File: src/common/mchan_defines.svh
// ****************************************
// DMA controller widths and sizes
// Control register byte offsets
// ****************************************

`ifndef MCHAN_DEFINES_SVH
`define MCHAN_DEFINES_SVH

// Data word and address widths
`define MCHAN_DATA_WIDTH 32
`define MCHAN_ADDR_WIDTH 32

// Transfer length in words
`define MCHAN_LEN_WIDTH 16

// Commands held per control port
`define MCHAN_QUEUE_DEPTH 2

// Register map, decoded on the low address nibble
`define MCHAN_REG_CMD       4'h0
`define MCHAN_REG_TCDM_ADDR 4'h4
`define MCHAN_REG_EXT_ADDR  4'h8

`endif

File: src/common/mchan_pkg.sv
// ****************************************
// DMA controller package
// Command register word, command and status views
// ****************************************

`default_nettype none

`include "mchan_defines.svh"

package mchan_pkg;

  // Command register word
  // Written it is a command, read back it is the port status
  typedef union packed {
    struct packed {
      logic [`MCHAN_DATA_WIDTH-`MCHAN_LEN_WIDTH-2:0] spare;
      // 0 copies external to TCDM, 1 copies TCDM to external
      logic                                          dir;
      // Length in words
      logic [`MCHAN_LEN_WIDTH-1:0]                   len;
    } cmd;
    struct packed {
      logic [`MCHAN_DATA_WIDTH-17:0] spare_hi;
      // Completed commands, wraps
      logic [7:0]                    done_cnt;
      logic [3:0]                    spare_lo;
      // Commands still queued
      logic [2:0]                    pending;
      logic                          busy;
    } status;
  } mchan_cmd_word_u;

endpackage

`default_nettype wire

File: src/common/mchan_cmd_if.sv
// ****************************************
// Command link from a control unit
// to the transfer unit, with done pulse
// ****************************************

`default_nettype none

`include "mchan_defines.svh"

interface mchan_cmd_if;

  // Head of queue handshake
  logic                         valid;
  logic                         ready;

  // Command payload, stable while valid
  logic                         dir;
  logic [`MCHAN_LEN_WIDTH-1:0]  len;
  logic [`MCHAN_ADDR_WIDTH-1:0] tcdm_addr;
  logic [`MCHAN_ADDR_WIDTH-1:0] ext_addr;

  // One cycle pulse when the command has finished
  logic                         done;

  modport ctrl (output valid, dir, len, tcdm_addr, ext_addr, input ready, done);
  modport xfer (input valid, dir, len, tcdm_addr, ext_addr, output ready, done);

endinterface

`default_nettype wire

File: src/mchan/mchan_ctrl_unit.sv
// ****************************************
// DMA control unit
// Wishbone registers, command queue,
// completion counter and termination event
// ****************************************

`default_nettype none

`include "mchan_defines.svh"

module mchan_ctrl_unit (
  input  logic                         clk_i,
  input  logic                         arst_n_i,
  input  logic                         wb_cyc_i,
  input  logic                         wb_stb_i,
  input  logic                         wb_we_i,
  input  logic [`MCHAN_ADDR_WIDTH-1:0] wb_adr_i,
  input  logic [`MCHAN_DATA_WIDTH-1:0] wb_dat_i,
  input  logic [3:0]                   wb_sel_i,
  output logic [`MCHAN_DATA_WIDTH-1:0] wb_dat_o,
  output logic                         wb_ack_o,
  output logic                         term_evt_o,
  output logic                         pending_o,
  mchan_cmd_if.ctrl                    cmd
);

  import mchan_pkg::*;

  localparam int DEPTH = `MCHAN_QUEUE_DEPTH;
  localparam int PTR_W = (DEPTH > 1) ? $clog2(DEPTH) : 1;
  localparam int CNT_W = $clog2(DEPTH + 1);

  logic                         new_req;
  logic                         sel_cmd;
  logic                         sel_tcdm;
  logic                         sel_ext;
  logic                         cmd_wr;
  logic                         q_full;
  logic                         push;
  logic                         pop;
  logic                         accept;
  logic [`MCHAN_DATA_WIDTH-1:0] rd_data;
  mchan_cmd_word_u              wr_word;
  mchan_cmd_word_u              status_word;

  // Staged transfer addresses
  logic [`MCHAN_ADDR_WIDTH-1:0] tcdm_addr_q;
  logic [`MCHAN_ADDR_WIDTH-1:0] ext_addr_q;

  // Command queue storage
  logic                         q_dir  [DEPTH];
  logic [`MCHAN_LEN_WIDTH-1:0]  q_len  [DEPTH];
  logic [`MCHAN_ADDR_WIDTH-1:0] q_tcdm [DEPTH];
  logic [`MCHAN_ADDR_WIDTH-1:0] q_ext  [DEPTH];
  logic [PTR_W-1:0]             wr_ptr_q;
  logic [PTR_W-1:0]             rd_ptr_q;
  logic [CNT_W-1:0]             q_cnt_q;

  // Popped but not yet done
  logic                         inflight_q;
  logic [7:0]                   done_cnt_q;

  // ****************************************
  // Wishbone decode
  // ****************************************

  // New request only when no ack is pending
  assign new_req  = wb_cyc_i & wb_stb_i & ~wb_ack_o;
  assign sel_cmd  = wb_adr_i[3:0] == `MCHAN_REG_CMD;
  assign sel_tcdm = wb_adr_i[3:0] == `MCHAN_REG_TCDM_ADDR;
  assign sel_ext  = wb_adr_i[3:0] == `MCHAN_REG_EXT_ADDR;
  assign cmd_wr   = new_req & wb_we_i & sel_cmd;
  assign q_full   = q_cnt_q == CNT_W'(DEPTH);

  // Command write stalls while the queue is full
  assign push   = cmd_wr & ~q_full;
  assign accept = new_req & ~(cmd_wr & q_full);
  assign pop    = cmd.valid & cmd.ready;

  assign wr_word = wb_dat_i;

  // Status view of the command word
  always_comb begin
    status_word                 = '0;
    status_word.status.busy     = pending_o | inflight_q;
    status_word.status.pending  = 3'(q_cnt_q);
    status_word.status.done_cnt = done_cnt_q;
    if (sel_cmd) begin
      rd_data = status_word;
    end else if (sel_tcdm) begin
      rd_data = tcdm_addr_q;
    end else if (sel_ext) begin
      rd_data = ext_addr_q;
    end else begin
      rd_data = '0;
    end
  end

  // Read data and address staging, byte lanes from sel
  always_ff @(posedge clk_i) begin
    if (accept & ~wb_we_i) begin
      wb_dat_o <= rd_data;
    end
    if (accept & wb_we_i) begin
      for (int b = 0; b < 4; b++) begin
        if (wb_sel_i[b] & sel_tcdm) begin
          tcdm_addr_q[8*b +: 8] <= wb_dat_i[8*b +: 8];
        end
        if (wb_sel_i[b] & sel_ext) begin
          ext_addr_q[8*b +: 8] <= wb_dat_i[8*b +: 8];
        end
      end
    end
  end

  // ****************************************
  // Command queue
  // ****************************************

  // Entry takes the written length and direction plus staged addresses
  always_ff @(posedge clk_i) begin
    if (push) begin
      q_dir[wr_ptr_q]  <= wr_word.cmd.dir;
      q_len[wr_ptr_q]  <= wr_word.cmd.len;
      q_tcdm[wr_ptr_q] <= tcdm_addr_q;
      q_ext[wr_ptr_q]  <= ext_addr_q;
    end
  end

  // Head entry held until ready
  assign cmd.valid     = q_cnt_q != '0;
  assign cmd.dir       = q_dir[rd_ptr_q];
  assign cmd.len       = q_len[rd_ptr_q];
  assign cmd.tcdm_addr = q_tcdm[rd_ptr_q];
  assign cmd.ext_addr  = q_ext[rd_ptr_q];
  assign pending_o     = cmd.valid;

  always_ff @(posedge clk_i or negedge arst_n_i) begin
    if (!arst_n_i) begin
      wb_ack_o   <= 1'b0;
      wr_ptr_q   <= '0;
      rd_ptr_q   <= '0;
      q_cnt_q    <= '0;
      inflight_q <= 1'b0;
      done_cnt_q <= '0;
      term_evt_o <= 1'b0;
    end else begin
      wb_ack_o <= accept;
      if (push) begin
        wr_ptr_q <= (wr_ptr_q == PTR_W'(DEPTH - 1)) ? '0 : wr_ptr_q + 1'b1;
      end
      if (pop) begin
        rd_ptr_q <= (rd_ptr_q == PTR_W'(DEPTH - 1)) ? '0 : rd_ptr_q + 1'b1;
      end
      case ({push, pop})
        2'b10:   q_cnt_q <= q_cnt_q + 1'b1;
        2'b01:   q_cnt_q <= q_cnt_q - 1'b1;
        default: q_cnt_q <= q_cnt_q;
      endcase
      // Done always follows its pop by at least a cycle
      if (pop) begin
        inflight_q <= 1'b1;
      end else if (cmd.done) begin
        inflight_q <= 1'b0;
      end
      if (cmd.done) begin
        done_cnt_q <= done_cnt_q + 1'b1;
      end
      // Registered termination event
      term_evt_o <= cmd.done;
    end
  end

endmodule

`default_nettype wire

File: src/mchan/mchan_xfer_unit.sv
// ****************************************
// DMA transfer unit
// Round robin over two command links,
// word copy between TCDM and external port
// ****************************************

`default_nettype none

`include "mchan_defines.svh"

module mchan_xfer_unit (
  input  logic                           clk_i,
  input  logic                           arst_n_i,
  mchan_cmd_if.xfer                      cl_cmd,
  mchan_cmd_if.xfer                      fc_cmd,
  // TCDM port
  output logic                           tcdm_req_o,
  output logic [`MCHAN_ADDR_WIDTH-1:0]   tcdm_add_o,
  output logic                           tcdm_wen_o,
  output logic [`MCHAN_DATA_WIDTH/8-1:0] tcdm_be_o,
  output logic [`MCHAN_DATA_WIDTH-1:0]   tcdm_wdata_o,
  input  logic                           tcdm_gnt_i,
  input  logic                           tcdm_r_valid_i,
  input  logic [`MCHAN_DATA_WIDTH-1:0]   tcdm_r_rdata_i,
  // External port
  output logic                           ext_req_o,
  output logic [`MCHAN_ADDR_WIDTH-1:0]   ext_add_o,
  output logic                           ext_wen_o,
  output logic [`MCHAN_DATA_WIDTH/8-1:0] ext_be_o,
  output logic [`MCHAN_DATA_WIDTH-1:0]   ext_wdata_o,
  input  logic                           ext_gnt_i,
  input  logic                           ext_r_valid_i,
  input  logic [`MCHAN_DATA_WIDTH-1:0]   ext_r_rdata_i,
  output logic                           active_o
);

  // FSM encoding
  localparam logic [2:0] S_IDLE    = 3'd0;
  localparam logic [2:0] S_RD_REQ  = 3'd1;
  localparam logic [2:0] S_RD_WAIT = 3'd2;
  localparam logic [2:0] S_WR_REQ  = 3'd3;
  localparam logic [2:0] S_DONE    = 3'd4;

  logic [2:0]                   state_q;
  // High when fc has priority for the next pick
  logic                         rr_q;
  // Owner of the running command
  logic                         src_fc_q;
  logic                         dir_q;
  logic [`MCHAN_LEN_WIDTH-1:0]  cnt_q;
  logic [`MCHAN_ADDR_WIDTH-1:0] tcdm_addr_q;
  logic [`MCHAN_ADDR_WIDTH-1:0] ext_addr_q;
  logic [`MCHAN_DATA_WIDTH-1:0] data_q;

  logic                         pick_cl;
  logic                         pick_fc;
  logic                         pick;
  logic                         new_dir;
  logic [`MCHAN_LEN_WIDTH-1:0]  new_len;
  logic                         rd_ph;
  logic                         wr_ph;
  logic                         src_gnt;
  logic                         src_rvalid;
  logic [`MCHAN_DATA_WIDTH-1:0] src_rdata;
  logic                         dst_gnt;

  // ****************************************
  // Arbitration
  // ****************************************

  // cl wins unless fc also waits and holds the turn
  assign pick_cl = (state_q == S_IDLE) & cl_cmd.valid & (~fc_cmd.valid | ~rr_q);
  assign pick_fc = (state_q == S_IDLE) & fc_cmd.valid & ~pick_cl;
  assign pick    = pick_cl | pick_fc;

  assign cl_cmd.ready = pick_cl;
  assign fc_cmd.ready = pick_fc;

  assign new_dir = pick_fc ? fc_cmd.dir : cl_cmd.dir;
  assign new_len = pick_fc ? fc_cmd.len : cl_cmd.len;

  // Done pulse goes back to the owner only
  assign cl_cmd.done = (state_q == S_DONE) & ~src_fc_q;
  assign fc_cmd.done = (state_q == S_DONE) & src_fc_q;

  // ****************************************
  // Memory ports
  // ****************************************

  assign rd_ph = state_q == S_RD_REQ;
  assign wr_ph = state_q == S_WR_REQ;

  // dir 0 reads external and writes TCDM, dir 1 the other way
  assign src_gnt    = dir_q ? tcdm_gnt_i : ext_gnt_i;
  assign src_rvalid = dir_q ? tcdm_r_valid_i : ext_r_valid_i;
  assign src_rdata  = dir_q ? tcdm_r_rdata_i : ext_r_rdata_i;
  assign dst_gnt    = dir_q ? ext_gnt_i : tcdm_gnt_i;

  assign tcdm_req_o   = (rd_ph & dir_q) | (wr_ph & ~dir_q);
  assign tcdm_add_o   = tcdm_addr_q;
  assign tcdm_wen_o   = ~wr_ph;
  assign tcdm_be_o    = '1;
  assign tcdm_wdata_o = data_q;

  assign ext_req_o   = (rd_ph & ~dir_q) | (wr_ph & dir_q);
  assign ext_add_o   = ext_addr_q;
  assign ext_wen_o   = ~wr_ph;
  assign ext_be_o    = '1;
  assign ext_wdata_o = data_q;

  assign active_o = state_q != S_IDLE;

  // ****************************************
  // Copy engine
  // ****************************************

  always_ff @(posedge clk_i or negedge arst_n_i) begin
    if (!arst_n_i) begin
      state_q  <= S_IDLE;
      rr_q     <= 1'b0;
      src_fc_q <= 1'b0;
      dir_q    <= 1'b0;
      cnt_q    <= '0;
    end else begin
      case (state_q)
        S_IDLE: begin
          if (pick) begin
            rr_q     <= pick_cl;
            src_fc_q <= pick_fc;
            dir_q    <= new_dir;
            cnt_q    <= new_len;
            // Zero length skips straight to done
            state_q  <= (new_len == '0) ? S_DONE : S_RD_REQ;
          end
        end
        S_RD_REQ: begin
          if (src_gnt) begin
            state_q <= S_RD_WAIT;
          end
        end
        S_RD_WAIT: begin
          if (src_rvalid) begin
            state_q <= S_WR_REQ;
          end
        end
        S_WR_REQ: begin
          if (dst_gnt) begin
            cnt_q   <= cnt_q - 1'b1;
            state_q <= (cnt_q == 1) ? S_DONE : S_RD_REQ;
          end
        end
        default: state_q <= S_IDLE;
      endcase
    end
  end

  // Current addresses and word buffer
  always_ff @(posedge clk_i) begin
    if (pick) begin
      tcdm_addr_q <= pick_fc ? fc_cmd.tcdm_addr : cl_cmd.tcdm_addr;
      ext_addr_q  <= pick_fc ? fc_cmd.ext_addr : cl_cmd.ext_addr;
    end else if (wr_ph & dst_gnt) begin
      tcdm_addr_q <= tcdm_addr_q + 'd4;
      ext_addr_q  <= ext_addr_q + 'd4;
    end
    if ((state_q == S_RD_WAIT) & src_rvalid) begin
      data_q <= src_rdata;
    end
  end

endmodule

`default_nettype wire

File: src/design/dmac_wrap.sv
// ****************************************
// DMA controller top level
// cl and fc control units, transfer unit
// ****************************************

`default_nettype none

`include "mchan_defines.svh"

module dmac_wrap (
  input  logic                           clk_i,
  input  logic                           arst_n_i,
  // Cluster control port
  input  logic                           cl_wb_cyc_i,
  input  logic                           cl_wb_stb_i,
  input  logic                           cl_wb_we_i,
  input  logic [`MCHAN_ADDR_WIDTH-1:0]   cl_wb_adr_i,
  input  logic [`MCHAN_DATA_WIDTH-1:0]   cl_wb_dat_i,
  input  logic [3:0]                     cl_wb_sel_i,
  output logic [`MCHAN_DATA_WIDTH-1:0]   cl_wb_dat_o,
  output logic                           cl_wb_ack_o,
  // Fabric controller control port
  input  logic                           fc_wb_cyc_i,
  input  logic                           fc_wb_stb_i,
  input  logic                           fc_wb_we_i,
  input  logic [`MCHAN_ADDR_WIDTH-1:0]   fc_wb_adr_i,
  input  logic [`MCHAN_DATA_WIDTH-1:0]   fc_wb_dat_i,
  input  logic [3:0]                     fc_wb_sel_i,
  output logic [`MCHAN_DATA_WIDTH-1:0]   fc_wb_dat_o,
  output logic                           fc_wb_ack_o,
  // TCDM memory port
  output logic                           tcdm_req_o,
  output logic [`MCHAN_ADDR_WIDTH-1:0]   tcdm_add_o,
  output logic                           tcdm_wen_o,
  output logic [`MCHAN_DATA_WIDTH/8-1:0] tcdm_be_o,
  output logic [`MCHAN_DATA_WIDTH-1:0]   tcdm_wdata_o,
  input  logic                           tcdm_gnt_i,
  input  logic                           tcdm_r_valid_i,
  input  logic [`MCHAN_DATA_WIDTH-1:0]   tcdm_r_rdata_i,
  // External memory port
  output logic                           ext_req_o,
  output logic [`MCHAN_ADDR_WIDTH-1:0]   ext_add_o,
  output logic                           ext_wen_o,
  output logic [`MCHAN_DATA_WIDTH/8-1:0] ext_be_o,
  output logic [`MCHAN_DATA_WIDTH-1:0]   ext_wdata_o,
  input  logic                           ext_gnt_i,
  input  logic                           ext_r_valid_i,
  input  logic [`MCHAN_DATA_WIDTH-1:0]   ext_r_rdata_i,
  // Status
  output logic                           term_evt_cl_o,
  output logic                           term_evt_fc_o,
  output logic                           busy_o
);

  logic cl_pending;
  logic fc_pending;
  logic xfer_active;

  // Command links into the transfer unit
  mchan_cmd_if cl_cmd_if ();
  mchan_cmd_if fc_cmd_if ();

  mchan_ctrl_unit cl_ctrl_i (
    .clk_i      ( clk_i         ),
    .arst_n_i   ( arst_n_i      ),
    .wb_cyc_i   ( cl_wb_cyc_i   ),
    .wb_stb_i   ( cl_wb_stb_i   ),
    .wb_we_i    ( cl_wb_we_i    ),
    .wb_adr_i   ( cl_wb_adr_i   ),
    .wb_dat_i   ( cl_wb_dat_i   ),
    .wb_sel_i   ( cl_wb_sel_i   ),
    .wb_dat_o   ( cl_wb_dat_o   ),
    .wb_ack_o   ( cl_wb_ack_o   ),
    .term_evt_o ( term_evt_cl_o ),
    .pending_o  ( cl_pending    ),
    .cmd        ( cl_cmd_if     )
  );

  mchan_ctrl_unit fc_ctrl_i (
    .clk_i      ( clk_i         ),
    .arst_n_i   ( arst_n_i      ),
    .wb_cyc_i   ( fc_wb_cyc_i   ),
    .wb_stb_i   ( fc_wb_stb_i   ),
    .wb_we_i    ( fc_wb_we_i    ),
    .wb_adr_i   ( fc_wb_adr_i   ),
    .wb_dat_i   ( fc_wb_dat_i   ),
    .wb_sel_i   ( fc_wb_sel_i   ),
    .wb_dat_o   ( fc_wb_dat_o   ),
    .wb_ack_o   ( fc_wb_ack_o   ),
    .term_evt_o ( term_evt_fc_o ),
    .pending_o  ( fc_pending    ),
    .cmd        ( fc_cmd_if     )
  );

  mchan_xfer_unit xfer_i (
    .clk_i          ( clk_i          ),
    .arst_n_i       ( arst_n_i       ),
    .cl_cmd         ( cl_cmd_if      ),
    .fc_cmd         ( fc_cmd_if      ),
    .tcdm_req_o     ( tcdm_req_o     ),
    .tcdm_add_o     ( tcdm_add_o     ),
    .tcdm_wen_o     ( tcdm_wen_o     ),
    .tcdm_be_o      ( tcdm_be_o      ),
    .tcdm_wdata_o   ( tcdm_wdata_o   ),
    .tcdm_gnt_i     ( tcdm_gnt_i     ),
    .tcdm_r_valid_i ( tcdm_r_valid_i ),
    .tcdm_r_rdata_i ( tcdm_r_rdata_i ),
    .ext_req_o      ( ext_req_o      ),
    .ext_add_o      ( ext_add_o      ),
    .ext_wen_o      ( ext_wen_o      ),
    .ext_be_o       ( ext_be_o       ),
    .ext_wdata_o    ( ext_wdata_o    ),
    .ext_gnt_i      ( ext_gnt_i      ),
    .ext_r_valid_i  ( ext_r_valid_i  ),
    .ext_r_rdata_i  ( ext_r_rdata_i  ),
    .active_o       ( xfer_active    )
  );

  // Busy while anything is queued or moving
  assign busy_o = cl_pending | fc_pending | xfer_active;

endmodule

`default_nettype wire

File: config.mk
export PLATFORM = sky130hd
export DESIGN_NAME = dmac_wrap
export DESIGN_NICKNAME = d
export VERILOG_FILES = /design/src/common/mchan_pkg.sv /design/src/common/mchan_cmd_if.sv /design/src/mchan/mchan_ctrl_unit.sv /design/src/mchan/mchan_xfer_unit.sv /design/src/design/dmac_wrap.sv
export VERILOG_INCLUDE_DIRS = /design/src /design/src/common
export SDC_FILE = /design/constraint.sdc
export NUM_CORES = 1
export LEC_CHECK = 0
export ABC_AREA = 1
export BUFFER_PORTS_ARGS = -buffer_cell sky130_fd_sc_hd__buf_2
export CAP_MARGIN = 40
export CORE_MARGIN = 5
export CORE_UTILIZATION = 35
export CTS_CLUSTER_DIAMETER = 30
export DETAILED_ROUTE_END_ITERATION = 10
export GPL_ROUTABILITY_DRIVEN = 0
export MAX_ROUTING_LAYER = met4
export PLACE_DENSITY = 0.51
export SLEW_MARGIN = 10
export SYNTH_ARGS = -nofsm -noshare
export SYNTH_HDL_FRONTEND = slang
export SYNTH_SLANG_ARGS = --single-unit
File: constraint.sdc
create_clock -name clk_i -period 6.6 [get_ports clk_i]
set_input_delay 0.66 -clock clk_i [delete_from_list [all_inputs] [get_ports clk_i]]
set_output_delay 0.66 -clock clk_i [all_outputs]
set_load 0.01 [all_outputs]
* Yosys cells after proc, flatten, opt, wreduce, memory -nomap -nowiden
Memories as Yosys holds them, arrays and structs flattened. Cells that the tools add are included. W data, S select, Z words.
Cells by class: bitwise logic cells 70, reductions and logical operators 32, muxes and demuxes 42, equal/unequal tests 19, add/sub/neg operators 13
Operator list (count):
- $mux W32 | 11
- $mux W16 | 5
- $add A32 B3 Y32 const B | 2
- $and A1 B1 Y1 | 48
- $reduce_and A2 Y1 | 17
- $pmux W16 S2 | 1
- $mux W3 | 6
- $add A8 B1 Y8 const B | 2
- $eq A16 B1 Y1 const B | 1
- $logic_not A16 Y1 | 1
- $mux W1 | 16
- $reduce_bool A2 Y1 | 8
- $sub A16 B1 Y16 const B | 1
- $not A1 Y1 | 14
- $pmux W3 S4 | 1
- $eq A2 B2 Y1 const B | 4
- $eq A4 B3 Y1 const B | 2
- $eq A4 B4 Y1 const B | 2
- $logic_not A4 Y1 | 2
- $or A1 B1 Y1 | 8
- $pmux W2 S2 | 2
- $eq A3 B2 Y1 const B | 2
- $add A1 B1 Y1 const B | 4
- $add A2 B1 Y2 const B | 2
- other kinds (10) | 14
Storage, ports and cells: memories 8, output and inout port bits 209, bits in registers 340, word-level logic and storage cells 226, input port bits 212, bits in writable memories 324
Memories:
- cl_ctrl_i.q_ext | depth 2, width 32, read ports 1, clocked after memory_dff 0, write ports 1, RTL line mchan_ctrl_unit.sv:54 | logic [`MCHAN_ADDR_WIDTH-1:0] q_ext [DEPTH];
- cl_ctrl_i.q_tcdm | depth 2, width 32, read ports 1, clocked after memory_dff 0, write ports 1, RTL line mchan_ctrl_unit.sv:53 | logic [`MCHAN_ADDR_WIDTH-1:0] q_tcdm [DEPTH];
- fc_ctrl_i.q_ext | depth 2, width 32, read ports 1, clocked after memory_dff 0, write ports 1, RTL line mchan_ctrl_unit.sv:54
- fc_ctrl_i.q_tcdm | depth 2, width 32, read ports 1, clocked after memory_dff 0, write ports 1, RTL line mchan_ctrl_unit.sv:53
- cl_ctrl_i.q_len | depth 2, width 16, read ports 1, clocked after memory_dff 0, write ports 1, RTL line mchan_ctrl_unit.sv:52 | logic [`MCHAN_LEN_WIDTH-1:0] q_len [DEPTH];
- fc_ctrl_i.q_len | depth 2, width 16, read ports 1, clocked after memory_dff 0, write ports 1, RTL line mchan_ctrl_unit.sv:52
- +2 memories

* Longest topological paths before layout
Gate-level depths: netlist (run 1).
word-level depth 11, gate-level depth with buffers 15

* By module
Synthesis (run 1) repeated with hierarchy kept, for this count alone.
Unflattened totals: cell total of the unflattened synthesis 2492, area, all modules 28059.4 um^2
By module, submodules not included:
- mchan_ctrl_unit at cl_ctrl_i | times used 1, cells an instance 730, area an instance 10113.4 um^2
- mchan_ctrl_unit at fc_ctrl_i | times used 1, cells an instance 726, area an instance 10074.7 um^2
- mchan_xfer_unit | times used 1, cells an instance 1033, area an instance 7860.0 um^2
- dmac_wrap | times used 1, cells an instance 3, area an instance 11.3 um^2

* Worst setup path before layout (run 1)
OpenSTA, ideal clock, no wires.
kind input to register, start in cl_wb_adr_i[1], end mem cl_ctrl_i.q_dir[0] (enable), path buffers 0, cell stages on the path 5, slack 1250 ps, setup time 521 ps, arrival 4828 ps, required time 6079 ps, cells stage by stage nor2_1 > inv_1 > nor3_2 > o2111ai_1 > nor2_1
Between the ends: longest elaborated chain between the ends 5
Ends and longest elaborated chain:
- start, declared | RTL line dmac_wrap.sv:17 | input logic [`MCHAN_ADDR_WIDTH-1:0] cl_wb_adr_i,
- $logic_not A4 Y1 (no source line)
- $and A1 B1 Y1 | RTL line mchan_ctrl_unit.sv:72 | assign cmd_wr = new_req & wb_we_i & sel_cmd;
- $and A1 B1 Y1 | RTL line mchan_ctrl_unit.sv:76 | assign push = cmd_wr & ~q_full;
- $mux W1 | RTL line mchan_ctrl_unit.sv:122 | if (push) begin
- $mux W1 (implied by the code) | RTL line mchan_ctrl_unit.sv:123 | q_dir[wr_ptr_q] <= wr_word.cmd.dir;
- end, declared | RTL line mchan_ctrl_unit.sv:51 | logic q_dir [DEPTH];
Every way passes these cells.

* Worst setup path in the final report (run 1)
start reg fc_ctrl_i.q_cnt_q[0], end out busy_o
Between the ends: longest elaborated chain between the ends 3
Ends and longest elaborated chain:
- start, declared | RTL line mchan_ctrl_unit.sv:57 | logic [CNT_W-1:0] q_cnt_q;
- start signal, assigned | RTL line mchan_ctrl_unit.sv:156 | 2'b10: q_cnt_q <= q_cnt_q + 1'b1;
- start signal, assigned | RTL line mchan_ctrl_unit.sv:157 | 2'b01: q_cnt_q <= q_cnt_q - 1'b1;
- start signal, assigned | RTL line mchan_ctrl_unit.sv:158 | default: q_cnt_q <= q_cnt_q;
- $reduce_bool A2 Y1 | RTL line mchan_ctrl_unit.sv:131 | assign cmd.valid = q_cnt_q != '0;
- $or A1 B1 Y1 (2 in series) | RTL line dmac_wrap.sv:120 | assign busy_o = cl_pending | fc_pending | xfer_active;
- end, declared | RTL line dmac_wrap.sv:52 | output logic busy_o
Every way passes these cells.

==> summary by stage, run 1 <==
Status
The run finished with clean final reports.

Timing
The final hold violation count is 0. The top achievable clock speed is approximately 0.28 GHz. The minimum period implied by the final worst setup slack is roughly 3.5 ns.

Setup violations remaining at the end of the flow were counted as 0. Setup repair after global routing left no endpoint under its margin. The number of max-slew violations in the final report was 0. Final hold analysis gives a worst-case slack of 0.149 ns. For the pin with the worst max-slew slack, the measured transition is 0.850 ns. The sum of negative setup slack is 0 ns. The relative slew slack is 43.4%. The worst clock skew is roughly 0.027 ns. The post-route clock period utilization is 53.3%.

Yosys
By area the synthesized netlist is led by sky130_fd_sc_hd__edfxtp_1 67%, sky130_fd_sc_hd__nand2_1 8.3%, sky130_fd_sc_hd__dfrtp_1 4.7%. Each instance of the synthesized netlist takes up on average between 10 and 15 um2. The commonest cells after synthesis are 612 x sky130_fd_sc_hd__edfxtp_1, 608 x sky130_fd_sc_hd__nand2_1, 178 x sky130_fd_sc_hd__nor2_1.

The cell count after synthesis came out at 2276. By instance count, the leading cell after synthesis is sky130_fd_sc_hd__edfxtp_1. The synthesized design spends more area on one cell type than any other, namely sky130_fd_sc_hd__edfxtp_1. The area of the mapped netlist is 27500 um2. In this run, synthesis produced a sequential element count of 664. The async set or reset register ratio after synthesis is under 10%. The compound-cell area share of the yosys netlist is 5.82%. After Yosys synthesis, XOR and XNOR cells account for 1.91% of the synthesized area. The number of enable-type register cells in the synthesized netlist is 612. The fraction of the mapped netlist area in simple logic gates is 16.1%. The yosys synthesis warning count is 0.

The multiplexer fraction of the synthesized cell area is less than 1%. The share of the Yosys chip area taken by registers is 71.6%. The fraction of the mapped netlist area in adder cells is less than 1%. The number of different library cells in the post-synthesis netlist is 55.

The area share of the largest cell type after synthesis is between 60% and 70%. The most used flip-flop cell after synthesis is sky130_fd_sc_hd__edfxtp_1. The largest family of logic cells by synthesized area is simple AND/OR/NAND/NOR gates.

Global route
The global-route usage over all layers is between 10% and 20%. The maximum number of pins on one net before global-route repair is 64. The number of global-route vias before repair is around 19000. The first-pass GRT wire length is between 100 and 150 mm. The initial antenna violation count was 3. The total overflow left after global routing is 0.

Clock network
The count of instances resized after the clock tree is built is 0. The later pin in the worst-skew pair is clocked with a latency of 0.70 ns. The total CTS buffers is 141. The count of hold buffers inserted by post-cts repair is 0. Post-CTS timing repair inserted 0 buffers for setup. Clock-pin slew was measured on the worst setup and hold paths at 0.04 ns. The H-tree was split into 4 levels. The CTS sink count is 664. The clock root buffer is sky130_fd_sc_hd__clkbuf_16.

The maximum buffer depth of the clock tree is 3. The clock tree from TritonCTS is yes.

Die
The starting density of the core is 35.4%. Pin placement for this block handled 421 I/O pins. The die is 290 um tall. The area of the placeable core is 77700 um2. The area enclosed by the die boundary is between 80000 and 90000 um2. The cell row count is 102. The floorplan die width is 290 um.

Critical path
At the worst endpoint, the arrival time is 2.86 ns. The largest fanout on the critical path is 62. For flop-to-flop paths, the worst setup slack is 3.34 ns. Data on the critical path is required at its endpoint by around 6 ns. The worst setup path is launched from a register. The worst register-to-register path ends at xfer_i.tcdm_add_o[16]. The library cell contributing the largest single delay on the critical path is sky130_fd_sc_hd__buf_4. The signal on the critical path passes through inv_1 -> nand2_4 -> o21ai_4 -> buf_4 -> nand2_1 -> buf_2.

The critical path's largest stage delay is 0.64 ns. The kind of critical path is register to output port. The startpoint of the worst register-to-register path is cl_ctrl_i.q_cnt_q[1].

The type of element capturing the critical path is an output port. The worst reg2reg path depth is 8.

Route
The met3 routed wirelength is 5.58 mm. Before antenna repair, the detailed router went through 5 iterations. The number of nets with antenna violations after detailed routing is 0.

The final route contains around 19000 vias. In the detailed route, the total length drawn on met2 is 41.1 mm. The number of vias per cell after detailed routing is 4.95. The DRC violation count after routing is 0.

The highest metal layer used by the detailed router is met4. After detailed routing, the wire length on met1 is 34.6 mm. The total detailed-routing wirelength is 83.4 mm.

The average detailed-routed wire length per instance is 21.7 um. The starting DRC count in detailed routing is 1619.

Pwr
The power per standard cell area is 481 nW/um2. VDD sags by at most 0.000250 V. The static leakage power is 13.9 nW.

Layout
The area added between synthesis and finish is 28.7%. The share of layout cells above drive strength 1 is 23.7%. Fill cells in the final layout number 7110.

At the end of the flow, the number of nets in the layout was 2905.

Placed design
The count of buffers added on input and output ports is 356. The placed wire-length estimate after detailed placement is 59.4 mm.

Job
Across the run, the number of max-cap violations was 0.

Min path
In this run the worst hold path is classified as primary input to async pin.
-- power breakdown --
group / switching [mW] / internal (mW)
Sequential: 0.485 / 5.19
Clock: 2.20 / 5.12
Combinational: 2.84 / 1.18
Total: 5.53 / 11.5
-- cells in the final DEF, fill, tap and decap left out, types with 22 or more instances in the layout --
cell type,count
sky130_fd_sc_hd__edfxtp_1,612
sky130_fd_sc_hd__nand2_1,608
sky130_fd_sc_hd__buf_2,356
sky130_fd_sc_hd__nor2_1,171
sky130_fd_sc_hd__nand3_1,153
sky130_fd_sc_hd__clkbuf_16,146
sky130_fd_sc_hd__inv_1,110
sky130_fd_sc_hd__o21ai_0,95
sky130_fd_sc_hd__a22o_1,52
sky130_fd_sc_hd__dfrtp_1,50
sky130_fd_sc_hd__xor2_1,45
sky130_fd_sc_hd__nand4_1,32
sky130_fd_sc_hd__a21oi_1,31
sky130_fd_sc_hd__buf_4,27
sky130_fd_sc_hd__nor3_1,26
sky130_fd_sc_hd__bufinv_16,26
sky130_fd_sc_hd__a31oi_1,22
-- final cells by class --
class	count	area [um2]	area share, %
clock inverters	86	1170	3.30
repair buffers	392	2210	6.24
clock buffers	173	3830	10.8
multi-input cells	1369	6740	19.1
well taps	1040	1300	3.68
flip-flops and latches	664	19700	55.6
inverters	117	440	1.24
diodes	5	12.5	0.0354
-- cell families (layout without fill, tap and decap cells) --
group	Yosys count	count (layout)
other cells	1	13
simple gates	1044	1044
fa+ha+maj	8	8
compound gates	248	248
xor+xnor	60	60
buf+inv	250	768
flops	664	664
mux	1	1
-- routing by layer --
layer | global-route usage, % | vias to the layer above
li1 | - | 8860
met1 | 24.8 | 9357
met2 | 32.2 | 678
met3 | 4.59 | 126
met4 | 6.32 | 0
met5 | - | -
-- sequential cells by signal, summed over array words and instances (netlist names), 64 cells and up --
register          flops
cl_ctrl_i.q_ext      64
cl_ctrl_i.q_tcdm     64
fc_ctrl_i.q_ext      64
fc_ctrl_i.q_tcdm     64
-- stage by stage --
stage | cells | worst slack (ns) | power (mW) | cell area, um2 | util (%)
floorplan | 2283 | 1.25 | 8.09 | 27500 | -
global placement | 3572 | 2.89 | 9.64 | 30100 | 38.8
detailed placement | 3582 | 2.82 | 9.76 | 30400 | 39.1
CTS | 3841 | 2.96 | 17.2 | 35400 | 45.5
global route | 3843 | 2.84 | 17.8 | 35400 | 45.5
finish | 3846 | 3.08 | 17.0 | 35400 | 45.5
-- worst max path at each step --
stage | start | slack (ns) | cells past startpoint | end
after floorplan | cl_wb_adr_i[1] | 1.25 | 5 | cl_ctrl_i.q_dir[0]
after global placement | cl_wb_adr_i[1] | 2.89 | 8 | cl_ctrl_i.q_ext[1][28]
after detailed placement | cl_wb_adr_i[1] | 2.82 | 8 | cl_ctrl_i.q_ext[1][25]
after CTS | fc_ctrl_i.q_cnt_q[0] | 2.96 | 6 | busy_o
after global routing | fc_ctrl_i.q_cnt_q[0] | 2.84 | 6 | busy_o
final | fc_ctrl_i.q_cnt_q[0] | 3.08 | 6 | busy_o
-- critical path, delay by kind of cell (launching register included) --
family | cells | cell delay [ns]
AO/OA/AOI/OAI | 1 | 0.27
buffers and inverters | 3 | 1.01
flip-flops | 1 | 0.44
AND/OR/NAND/NOR | 2 | 0.45
No activity file was read; power rests on OpenSTA's default activity.
==> run 2, diff against run 1 <==
- ABC_AREA: 1 -> 0
- PLACE_DENSITY: 0.51 -> 0.53
- clock period: 6.6 -> 3.1 ns (I/O delays scaled with it)
==> run 2 against run 1 <==
Against the previous run:
- global-route usage down 0.82 points
- via count fell by 7.6%
- routed wire length fell by 5.3%
- combinational power up 74%
- core utilization is 1.6 points higher
- largest cell class unchanged
- sequential power is 110% higher
- count of clock-buffer cells in the layout is 8 lower
- register-to-register slack got worse by 3.0 ns
==> summary by stage, run 2 <==
Status
The flow ran to the end, and the final reports show no timing, DRC or antenna violations.

Timing
The sum of negative setup slack is 0 ns (unchanged). The measured slew at the worst slew-check pin came to 0.674 ns (-0.175 ns). The number of max-slew violations in the final report was 0 (unchanged).

The worst path uses 89.8% of the clock period. Setup repair after global routing left no endpoint under its margin. The worst clock skew is 0.0238 ns (-0.00344 ns). The setup slack of the critical path after layout was 0.316 ns (-2.76 ns). The relative slew slack is 55.1% (+12 points). The minimum period implied by the final worst setup slack is approximately 2.8 ns. The worst hold slack came to 0.164 ns (+0.0150 ns). The final hold violation count is 0 (unchanged).

The final setup violation count came to 0 (unchanged). Based on the critical path, the design can be clocked at up to roughly 0.36 GHz.

Critical path
The critical path's largest stage delay is 0.64 ns (about the same). The combined buffer and inverter count along the critical path came to 2 (-1). The kind of cell adding the most delay to the critical path is buffers and inverters.

The worst register-to-register path ends at xfer_i.ext_add_o[30]. The kind of critical path is register to register. The library cell contributing the largest single delay on the critical path is sky130_fd_sc_hd__buf_4. The signal on the critical path passes through and3b_1 -> a22oi_2 -> inv_2 -> buf_4. The reg2reg setup slack came to 0.32 ns (-3.02 ns).

The worst path arrival time came to 3.10 ns (+0.24 ns). The largest fanout on the critical path was 46 (-26%). The required time reported for the critical path endpoint is 3.42 ns (-2.52 ns).

The sort of element at the start of the critical path is a register. The type of element capturing the critical path is a register. The worst reg2reg path depth is 4 (-4).

The startpoint identified for the worst register-to-register timing path is xfer_i.state_q[1].

Layout
Leaving out fill and tap cells, the most frequent cells in the layout are 612 x sky130_fd_sc_hd__edfxtp_1, 356 x sky130_fd_sc_hd__buf_2, 182 x sky130_fd_sc_hd__nand2_1, 148 x sky130_fd_sc_hd__clkbuf_16, 136 x sky130_fd_sc_hd__mux2i_1. The post-layout net count was 2637 (-9.2%). The area added between synthesis and finish is 34.0%. The total non-filler cell area in the finished layout is 36400 um2 (+2.9%). The share of layout cells above drive strength 1 was 28.2% (+4.4 points).

The commonest non-fill, non-tap cell in the layout is sky130_fd_sc_hd__edfxtp_1.

Route
The number of vias per cell after detailed routing is 4.91 (-0.68%). The total detailed-routing wirelength is 78.9 mm (-5.3%). The average detailed-routed wire length per instance is 22.1 um (+1.7%). The number of nets with antenna violations after detailed routing is 0 (unchanged).

The via count is 17580 (-7.6%). The starting DRC count in detailed routing is 1030 (-36%). The count of TritonRoute iterations in the first routing pass is 5 (unchanged).

The DRC violation count after routing is 0 (unchanged).

Yosys
For this run, the leading register cell type out of synthesis is sky130_fd_sc_hd__edfxtp_1. By area the synthesized netlist is led by sky130_fd_sc_hd__edfxtp_1 68%, sky130_fd_sc_hd__mux2i_1 5.0%, sky130_fd_sc_hd__dfrtp_1 4.8%. The async set or reset register ratio after synthesis came to 7.83% (unchanged). The number of different library cells in the post-synthesis netlist is 57 (+3.6%).

The number of instances in the synthesized netlist came to 1863 (-18%). The mean post-synth cell area was 14.6 um2 (+21%). The post-synthesis sequential area ratio is 72.4% (+0.84 points). The synthesized flop and latch total is 664 (unchanged). Summed over all instances, the cell type with the most area after synthesis is sky130_fd_sc_hd__edfxtp_1. By instance count, the leading cell after synthesis is sky130_fd_sc_hd__edfxtp_1. The area of the mapped netlist is 27200 um2 (-1.2%). The area share of the largest cell type after synthesis is 67.6% (+0.79 points). After synthesis, the most frequently instantiated cells are 612 x sky130_fd_sc_hd__edfxtp_1, 183 x sky130_fd_sc_hd__nand2_1, 136 x sky130_fd_sc_hd__mux2i_1. The number of enable-type register cells in the synthesized netlist was 612 (unchanged). The yosys synthesis warning count was 0 (unchanged).

Pwr
The net switching component of the power was 10.1 mW (+83%). The internal power consumption was 24.1 mW (+110%). The portion of total power attributed to sequential cells is 35.4% (+2.0 points). The power per standard cell area is 940 nW/um2 (+95%). The switching part of the total is 29.6% (-2.9 points). The static leakage power is 13.5 nW (-2.7%). The part of the power in the clock network is 44.2% (+1.2 points). The maximum resistive drop on vdd is 0.000582 V (+130%). The overall power after layout is 34.2 mW (+100%).

The power share of the combinational group is 20.4% (-3.2 points).

Die
The I/O pin count is 421 (unchanged). The cell row count was 102 (unchanged). The die height is 289 um (-0.56%).

The area enclosed by the die boundary came to 83300 um2 (-1.1%). The area of the placeable core is 77200 um2 (-0.66%). The floorplan die width is 289 um (-0.56%). The starting density of the core is 35.2% (-0.18 points).

Placed design
The placed standard-cell area is 30200 um2 (-0.65%). The post-place setup slack was 0.359 ns (-2.47 ns). The number of port buffers is 356 (unchanged). The placed wire-length estimate after detailed placement was 56.3 mm (-5.2%).

Global route
The maximum number of pins on one net before global-route repair is 82 (+28%). The number of global-route vias before repair is 18413 (-3.7%). The initial antenna violation count is 4 (+1).

The remaining global-route overflow is 0 (unchanged). The first-pass GRT wire length is 113 mm (-6.9%). The global-route usage over all layers is 19.0% (-0.82 points).

Clock network
The clock root buffer is sky130_fd_sc_hd__clkbuf_16. The CTS H-tree depth is 4 (unchanged). The maximum buffer depth of the clock tree is 3 (unchanged). The number of buffers inserted to repair setup after CTS is 0 (unchanged). TritonCTS built the clock tree. The latest clock arrival within the worst-skew pair was 0.71 ns (about the same). The CTS sink count is 664 (unchanged).

The total CTS buffers is 144 (+2.1%). The clock-pin transition on the worst setup and hold timing paths is 0.05 ns (about the same).

Job
The number of violations of the max-capacitance limit is 0 (unchanged).

Min path
The kind of path behind the tightest hold check is primary input to async pin.
-- run 2: area by class of cell --
| class | instances | area (um2) |
|---|---|---|
| antenna | 3 | 7.51 |
| timing repair buffer | 531 | 3570 |
| sequential | 664 | 19700 |
| clock inverter | 100 | 1100 |
| multi-input combinational | 1055 | 6880 |
| tap | 1040 | 1300 |
| inverter | 21 | 78.8 |
| fill | 6775 | 40800 |
| clock buffer | 165 | 3790 |
-- run 2: power by group through the flow --
| stage | logic (mW) | registers [mW] | clock network (mW) |
|---|---|---|---|
| finish | 6.98 | 12.1 | 15.1 |
| global route | 7.58 | 12.2 | 15.9 |
| CTS | 7.04 | 12.1 | 15.4 |
| detailed placement | 6.74 | 12.2 | 0 |
| global placement | 6.52 | 12.3 | 0 |
| floorplan | 4.22 | 12.0 | 0 |
-- run 2: how the worst max path moves through the flow --
stage / to / cells after the start / startpoint
floorplan: fc_ctrl_i.q_dir[0] / 3 / fc_wb_adr_i[1]
global route: xfer_i.ext_add_o[24] / 4 / xfer_i.state_q[1]
CTS: xfer_i.tcdm_add_o[25] / 4 / xfer_i.state_q[1]
global placement: xfer_i.tcdm_add_o[30] / 4 / xfer_i.state_q[1]
finish: xfer_i.ext_add_o[30] / 4 / xfer_i.state_q[1]
detailed placement: xfer_i.tcdm_add_o[26] / 4 / xfer_i.state_q[1]
-- run 2: logic make-up after synthesis --
family	after synthesis	synth area share, %
flip-flops	664	72.4
AND/OR/NAND/NOR	519	9.11
AO/OA/AOI/OAI	248	5.45
multiplexers	192	7.33
buffers and inverters	151	2.74
XOR/XNOR	80	2.58
adder cells (fa/ha/maj)	8	0.368
other	1	0.0138
-- run 2: what timing repair did --
item / 4_1_cts / 5_1_grt
gates resized for setup: 0 / 0
endpoints found under the hold margin: 291 / 0
hold buffers: 134 / 0
-- run 2: routing by layer --
metal	share of wire (%)	track usage (%)	up-vias	routed length, um
li1	-	-	8160	-
met1	38	20.8	8609	30000
met2	52	33.6	667	41300
met3	6.2	4.35	144	4900
met4	3.5	7.48	0	2740
met5	0	-	-	0
-- run 2: per-stage QoR --
stage / cells / util [%]
floorplan: 1870 / -
global placement: 3174 / 39.0
detailed placement: 3177 / 39.1
CTS: 3576 / 47.2
global route: 3579 / 47.2
finish: 3579 / 47.2
-- run 2: worst min-delay path, delay by kind of cell --
family,cells,cell delay [ns]
buffers and inverters,3,0.91
==> run 3, diff against run 2 <==
- PLACE_DENSITY: 0.53 -> 0.51
- clock period: 3.1 -> 2.9 ns (I/O delays scaled with it)
==> run 3 against run 2 <==
Against the previous run:
- count of clock-buffer cells in the layout increased by 2
- first-iteration DRC count increased by 4.4%
- clock power increased by 13%
- critical endpoint is now busy_o
- largest cell class unchanged
==> summary by stage, run 3 (synthesis results as in run 2) <==
Clock network
The root buffer cell chosen for the clock tree is sky130_fd_sc_hd__clkbuf_16. The total CTS buffers came to 152 (+5.6%). The clock tree from TritonCTS is yes. The CTS sink count is 664 (unchanged). The clock-pin transition on the worst setup and hold timing paths is 0.05 ns (about the same).

The CTS H-tree depth is 4 (unchanged). The latest clock arrival within the worst-skew pair came to 0.71 ns (about the same). The maximum buffer depth of the clock tree is 3 (unchanged). The number of buffers inserted to repair setup after CTS is 0 (unchanged).

Critical path
The largest fanout on the critical path is 6 (-87%). The startpoint of the worst register-to-register path is xfer_i.state_q[2]. In this run the critical register-to-register path is captured at xfer_i.cnt_q[11]. The required time reported for the critical path endpoint is 2.61 ns (-0.81 ns). The type of element capturing the critical path is an output port. The kind of critical path is register to output port.

The reg2reg setup slack is 0.30 ns (-0.02 ns). The worst reg2reg path depth is 6 (+2). The worst path arrival time was 2.40 ns (-0.70 ns).

The sort of element at the start of the critical path is a register.

Global route
The number of global-route vias before repair was 18463 (+0.27%). The remaining global-route overflow came to 0 (unchanged). The first-pass GRT wire length was 114 mm (+0.43%). The maximum number of pins on one net before global-route repair is 65 (-21%). The global-route usage over all layers came to 19.0% (about the same). The initial antenna violation count is 2 (-2).

Pwr
The switching part of the total is 29.9% (+0.31 points). The power share of the combinational group is 19.7% (-0.7 points). The net switching component of the power is 11.2 mW (+11%). The internal power consumption is 26.3 mW (+9.0%). The maximum resistive drop on vdd came to 0.000587 V (+0.92%).

The portion of total power attributed to sequential cells is 34.8% (-0.6 points). The overall power after layout is 37.5 mW (+9.5%). The static leakage power is 13.7 nW (+1.5%). The power per standard cell area was 1020 nW/um2 (+8.2%). The part of the power in the clock network is 45.5% (+1.3 points).

Die
The area of the placeable core is 77200 um2 (unchanged). The I/O pin count was 421 (unchanged). The area enclosed by the die boundary is 83300 um2 (unchanged). The die height is 289 um (unchanged). The starting density of the core was 35.2% (unchanged). The floorplan die width is 289 um (unchanged). The cell row count came to 102 (unchanged).

Timing
The final setup violation count is 0 (unchanged). The setup slack of the critical path after layout came to 0.205 ns (-0.110 ns). Setup repair after global routing left no endpoint under its margin. The top achievable clock speed is 0.371 GHz. The post-route clock period utilization is 92.9%. The final hold violation count is 0 (unchanged). The worst clock skew came to 0.0248 ns (+0.000995 ns). The measured slew at the worst slew-check pin was 0.779 ns (+0.104 ns). The minimum period implied by the final worst setup slack is 2.69 ns. The sum of negative setup slack is 0 ns (unchanged). The number of max-slew violations in the final report is 0 (unchanged). The relative slew slack came to 48.1% (-7.0 points).

Placed design
The number of port buffers is 356 (unchanged). The post-place setup slack is 0.310 ns (-0.0485 ns). The placed standard-cell area is 30300 um2 (+0.41%). The placed wire-length estimate after detailed placement is 56.2 mm (-0.20%).

Min path
The startpoint identified for the worst hold timing path is cl_wb_stb_i. The endpoint of the worst hold-timing path is cl_ctrl_i.wb_dat_o[4]. The worst hold path belongs to the class primary input to register. Along the worst hold path, the cell count comes to 3.

Layout
The share of the core filled with cells in the final layout came to 47.7% (+0.55 points). The area occupied by multi-input gates is 6890 um2 (about the same). The register cell area after layout came to 19700 um2 (unchanged). In the layout the commonest cells are 612 x sky130_fd_sc_hd__edfxtp_1, 356 x sky130_fd_sc_hd__buf_2, 182 x sky130_fd_sc_hd__nand2_1, 154 x sky130_fd_sc_hd__clkbuf_16, 136 x sky130_fd_sc_hd__mux2i_1. The share of layout cells above drive strength 1 came to 29.2% (+1.0 points). The total non-filler cell area in the finished layout came to 36800 um2 (+1.2%).

The post-layout net count came to 2658 (+0.80%). Leaving out fill and tap cells, the most frequent cell in the layout is sky130_fd_sc_hd__edfxtp_1. The area added between synthesis and finish is 35.6%. The filler cell count was 6745 (-0.44%).

Job
The number of violations of the max-capacitance limit is 0 (unchanged).

Route
The number of vias per cell after detailed routing is 4.91 (about the same). The total detailed-routing wirelength is 78.5 mm (-0.52%). The starting DRC count in detailed routing is 1075 (+4.4%). The count of TritonRoute iterations in the first routing pass is 5 (unchanged).

The via count is 17711 (+0.75%). The DRC violation count after routing was 0 (unchanged). The average detailed-routed wire length per instance is 21.8 um (-1.3%). The number of nets with antenna violations after detailed routing was 0 (unchanged).

Status
The run finished with clean final reports.
## run 3: cell types whose count changed in the layout (fill, tap and decap cells not counted), moves of 2 or more
cell and change:
sky130_fd_sc_hd__clkinv_8 +2, sky130_fd_sc_hd__inv_16 +2, sky130_fd_sc_hd__inv_6 +2, sky130_fd_sc_hd__clkinvlp_4 +5
sky130_fd_sc_hd__buf_4 +12, sky130_fd_sc_hd__clkbuf_16 +6, sky130_fd_sc_hd__clkbuf_1 -5, sky130_fd_sc_hd__clkinv_4 +3
## run 3: repair_timing
item	4_1_cts	5_1_grt
endpoints found under the setup margin	0	0
gates resized for setup	0	0
endpoints found under the hold margin	282	0
hold buffers	134	0
## run 3: per-stage QoR
stage | std cells | hold WS [ns]
detailed placement | 3190 | 0.202
finish | 3609 | 0.125
floorplan | 1870 | -0.00559
global route | 3607 | 0.0829
global placement | 3187 | 0.454
CTS | 3605 | 0.0648
## run 3: final cells by class
cell class                      instances  area share (%)
Sequential cell                       664            53.4
Timing Repair Buffer                  544            10.0
Multi-Input combinational cell       1055            18.7
Antenna cell                            4          0.0272
Tap cell                             1040            3.53
Inverter                               21           0.214
Clock buffer                          167            10.7
Clock inverter                        114            3.42
## run 3: how the worst max path moves through the flow
stage	start	to	slack [ns]	cells past startpoint
6_report	fc_ctrl_i.q_cnt_q[1]	busy_o	0.21	3
5_1_grt	fc_ctrl_i.q_cnt_q[1]	busy_o	0.12	3
3_5_place_dp	xfer_i.state_q[2]	xfer_i.cnt_q[11]	0.31	6
3_3_place_gp	xfer_i.state_q[2]	xfer_i.cnt_q[11]	0.40	6
4_1_cts	fc_ctrl_i.q_cnt_q[1]	busy_o	0.15	3
2_1_floorplan	fc_wb_adr_i[1]	fc_ctrl_i.q_dir[0]	-0.76	3
## run 3: critical path, stage by stage, from the launching register on
cell and delay, ns:
sky130_fd_sc_hd__dfrtp_1 0.50, sky130_fd_sc_hd__or4_4 0.57, sky130_fd_sc_hd__or4_4 0.47, sky130_fd_sc_hd__buf_2 0.17
## run 3: per-layer routing
layer	share of wire, %	vias to the layer above	track usage [%]
met2	53	653	33.4
met4	2.4	0	6.08
met1	38	8715	21.4
met3	7.2	129	4.76
met5	0	-	-
li1	-	8214	-
## run 3: power groups by stage
stage	Combinational [mW]	Sequential (mW)	Clock, mW
global route	8.08	13.2	17.9
CTS	7.47	13.0	17.3
finish	7.39	13.1	17.0
global placement	7.06	13.1	0
detailed placement	7.15	13.2	0
floorplan	4.51	12.8	0
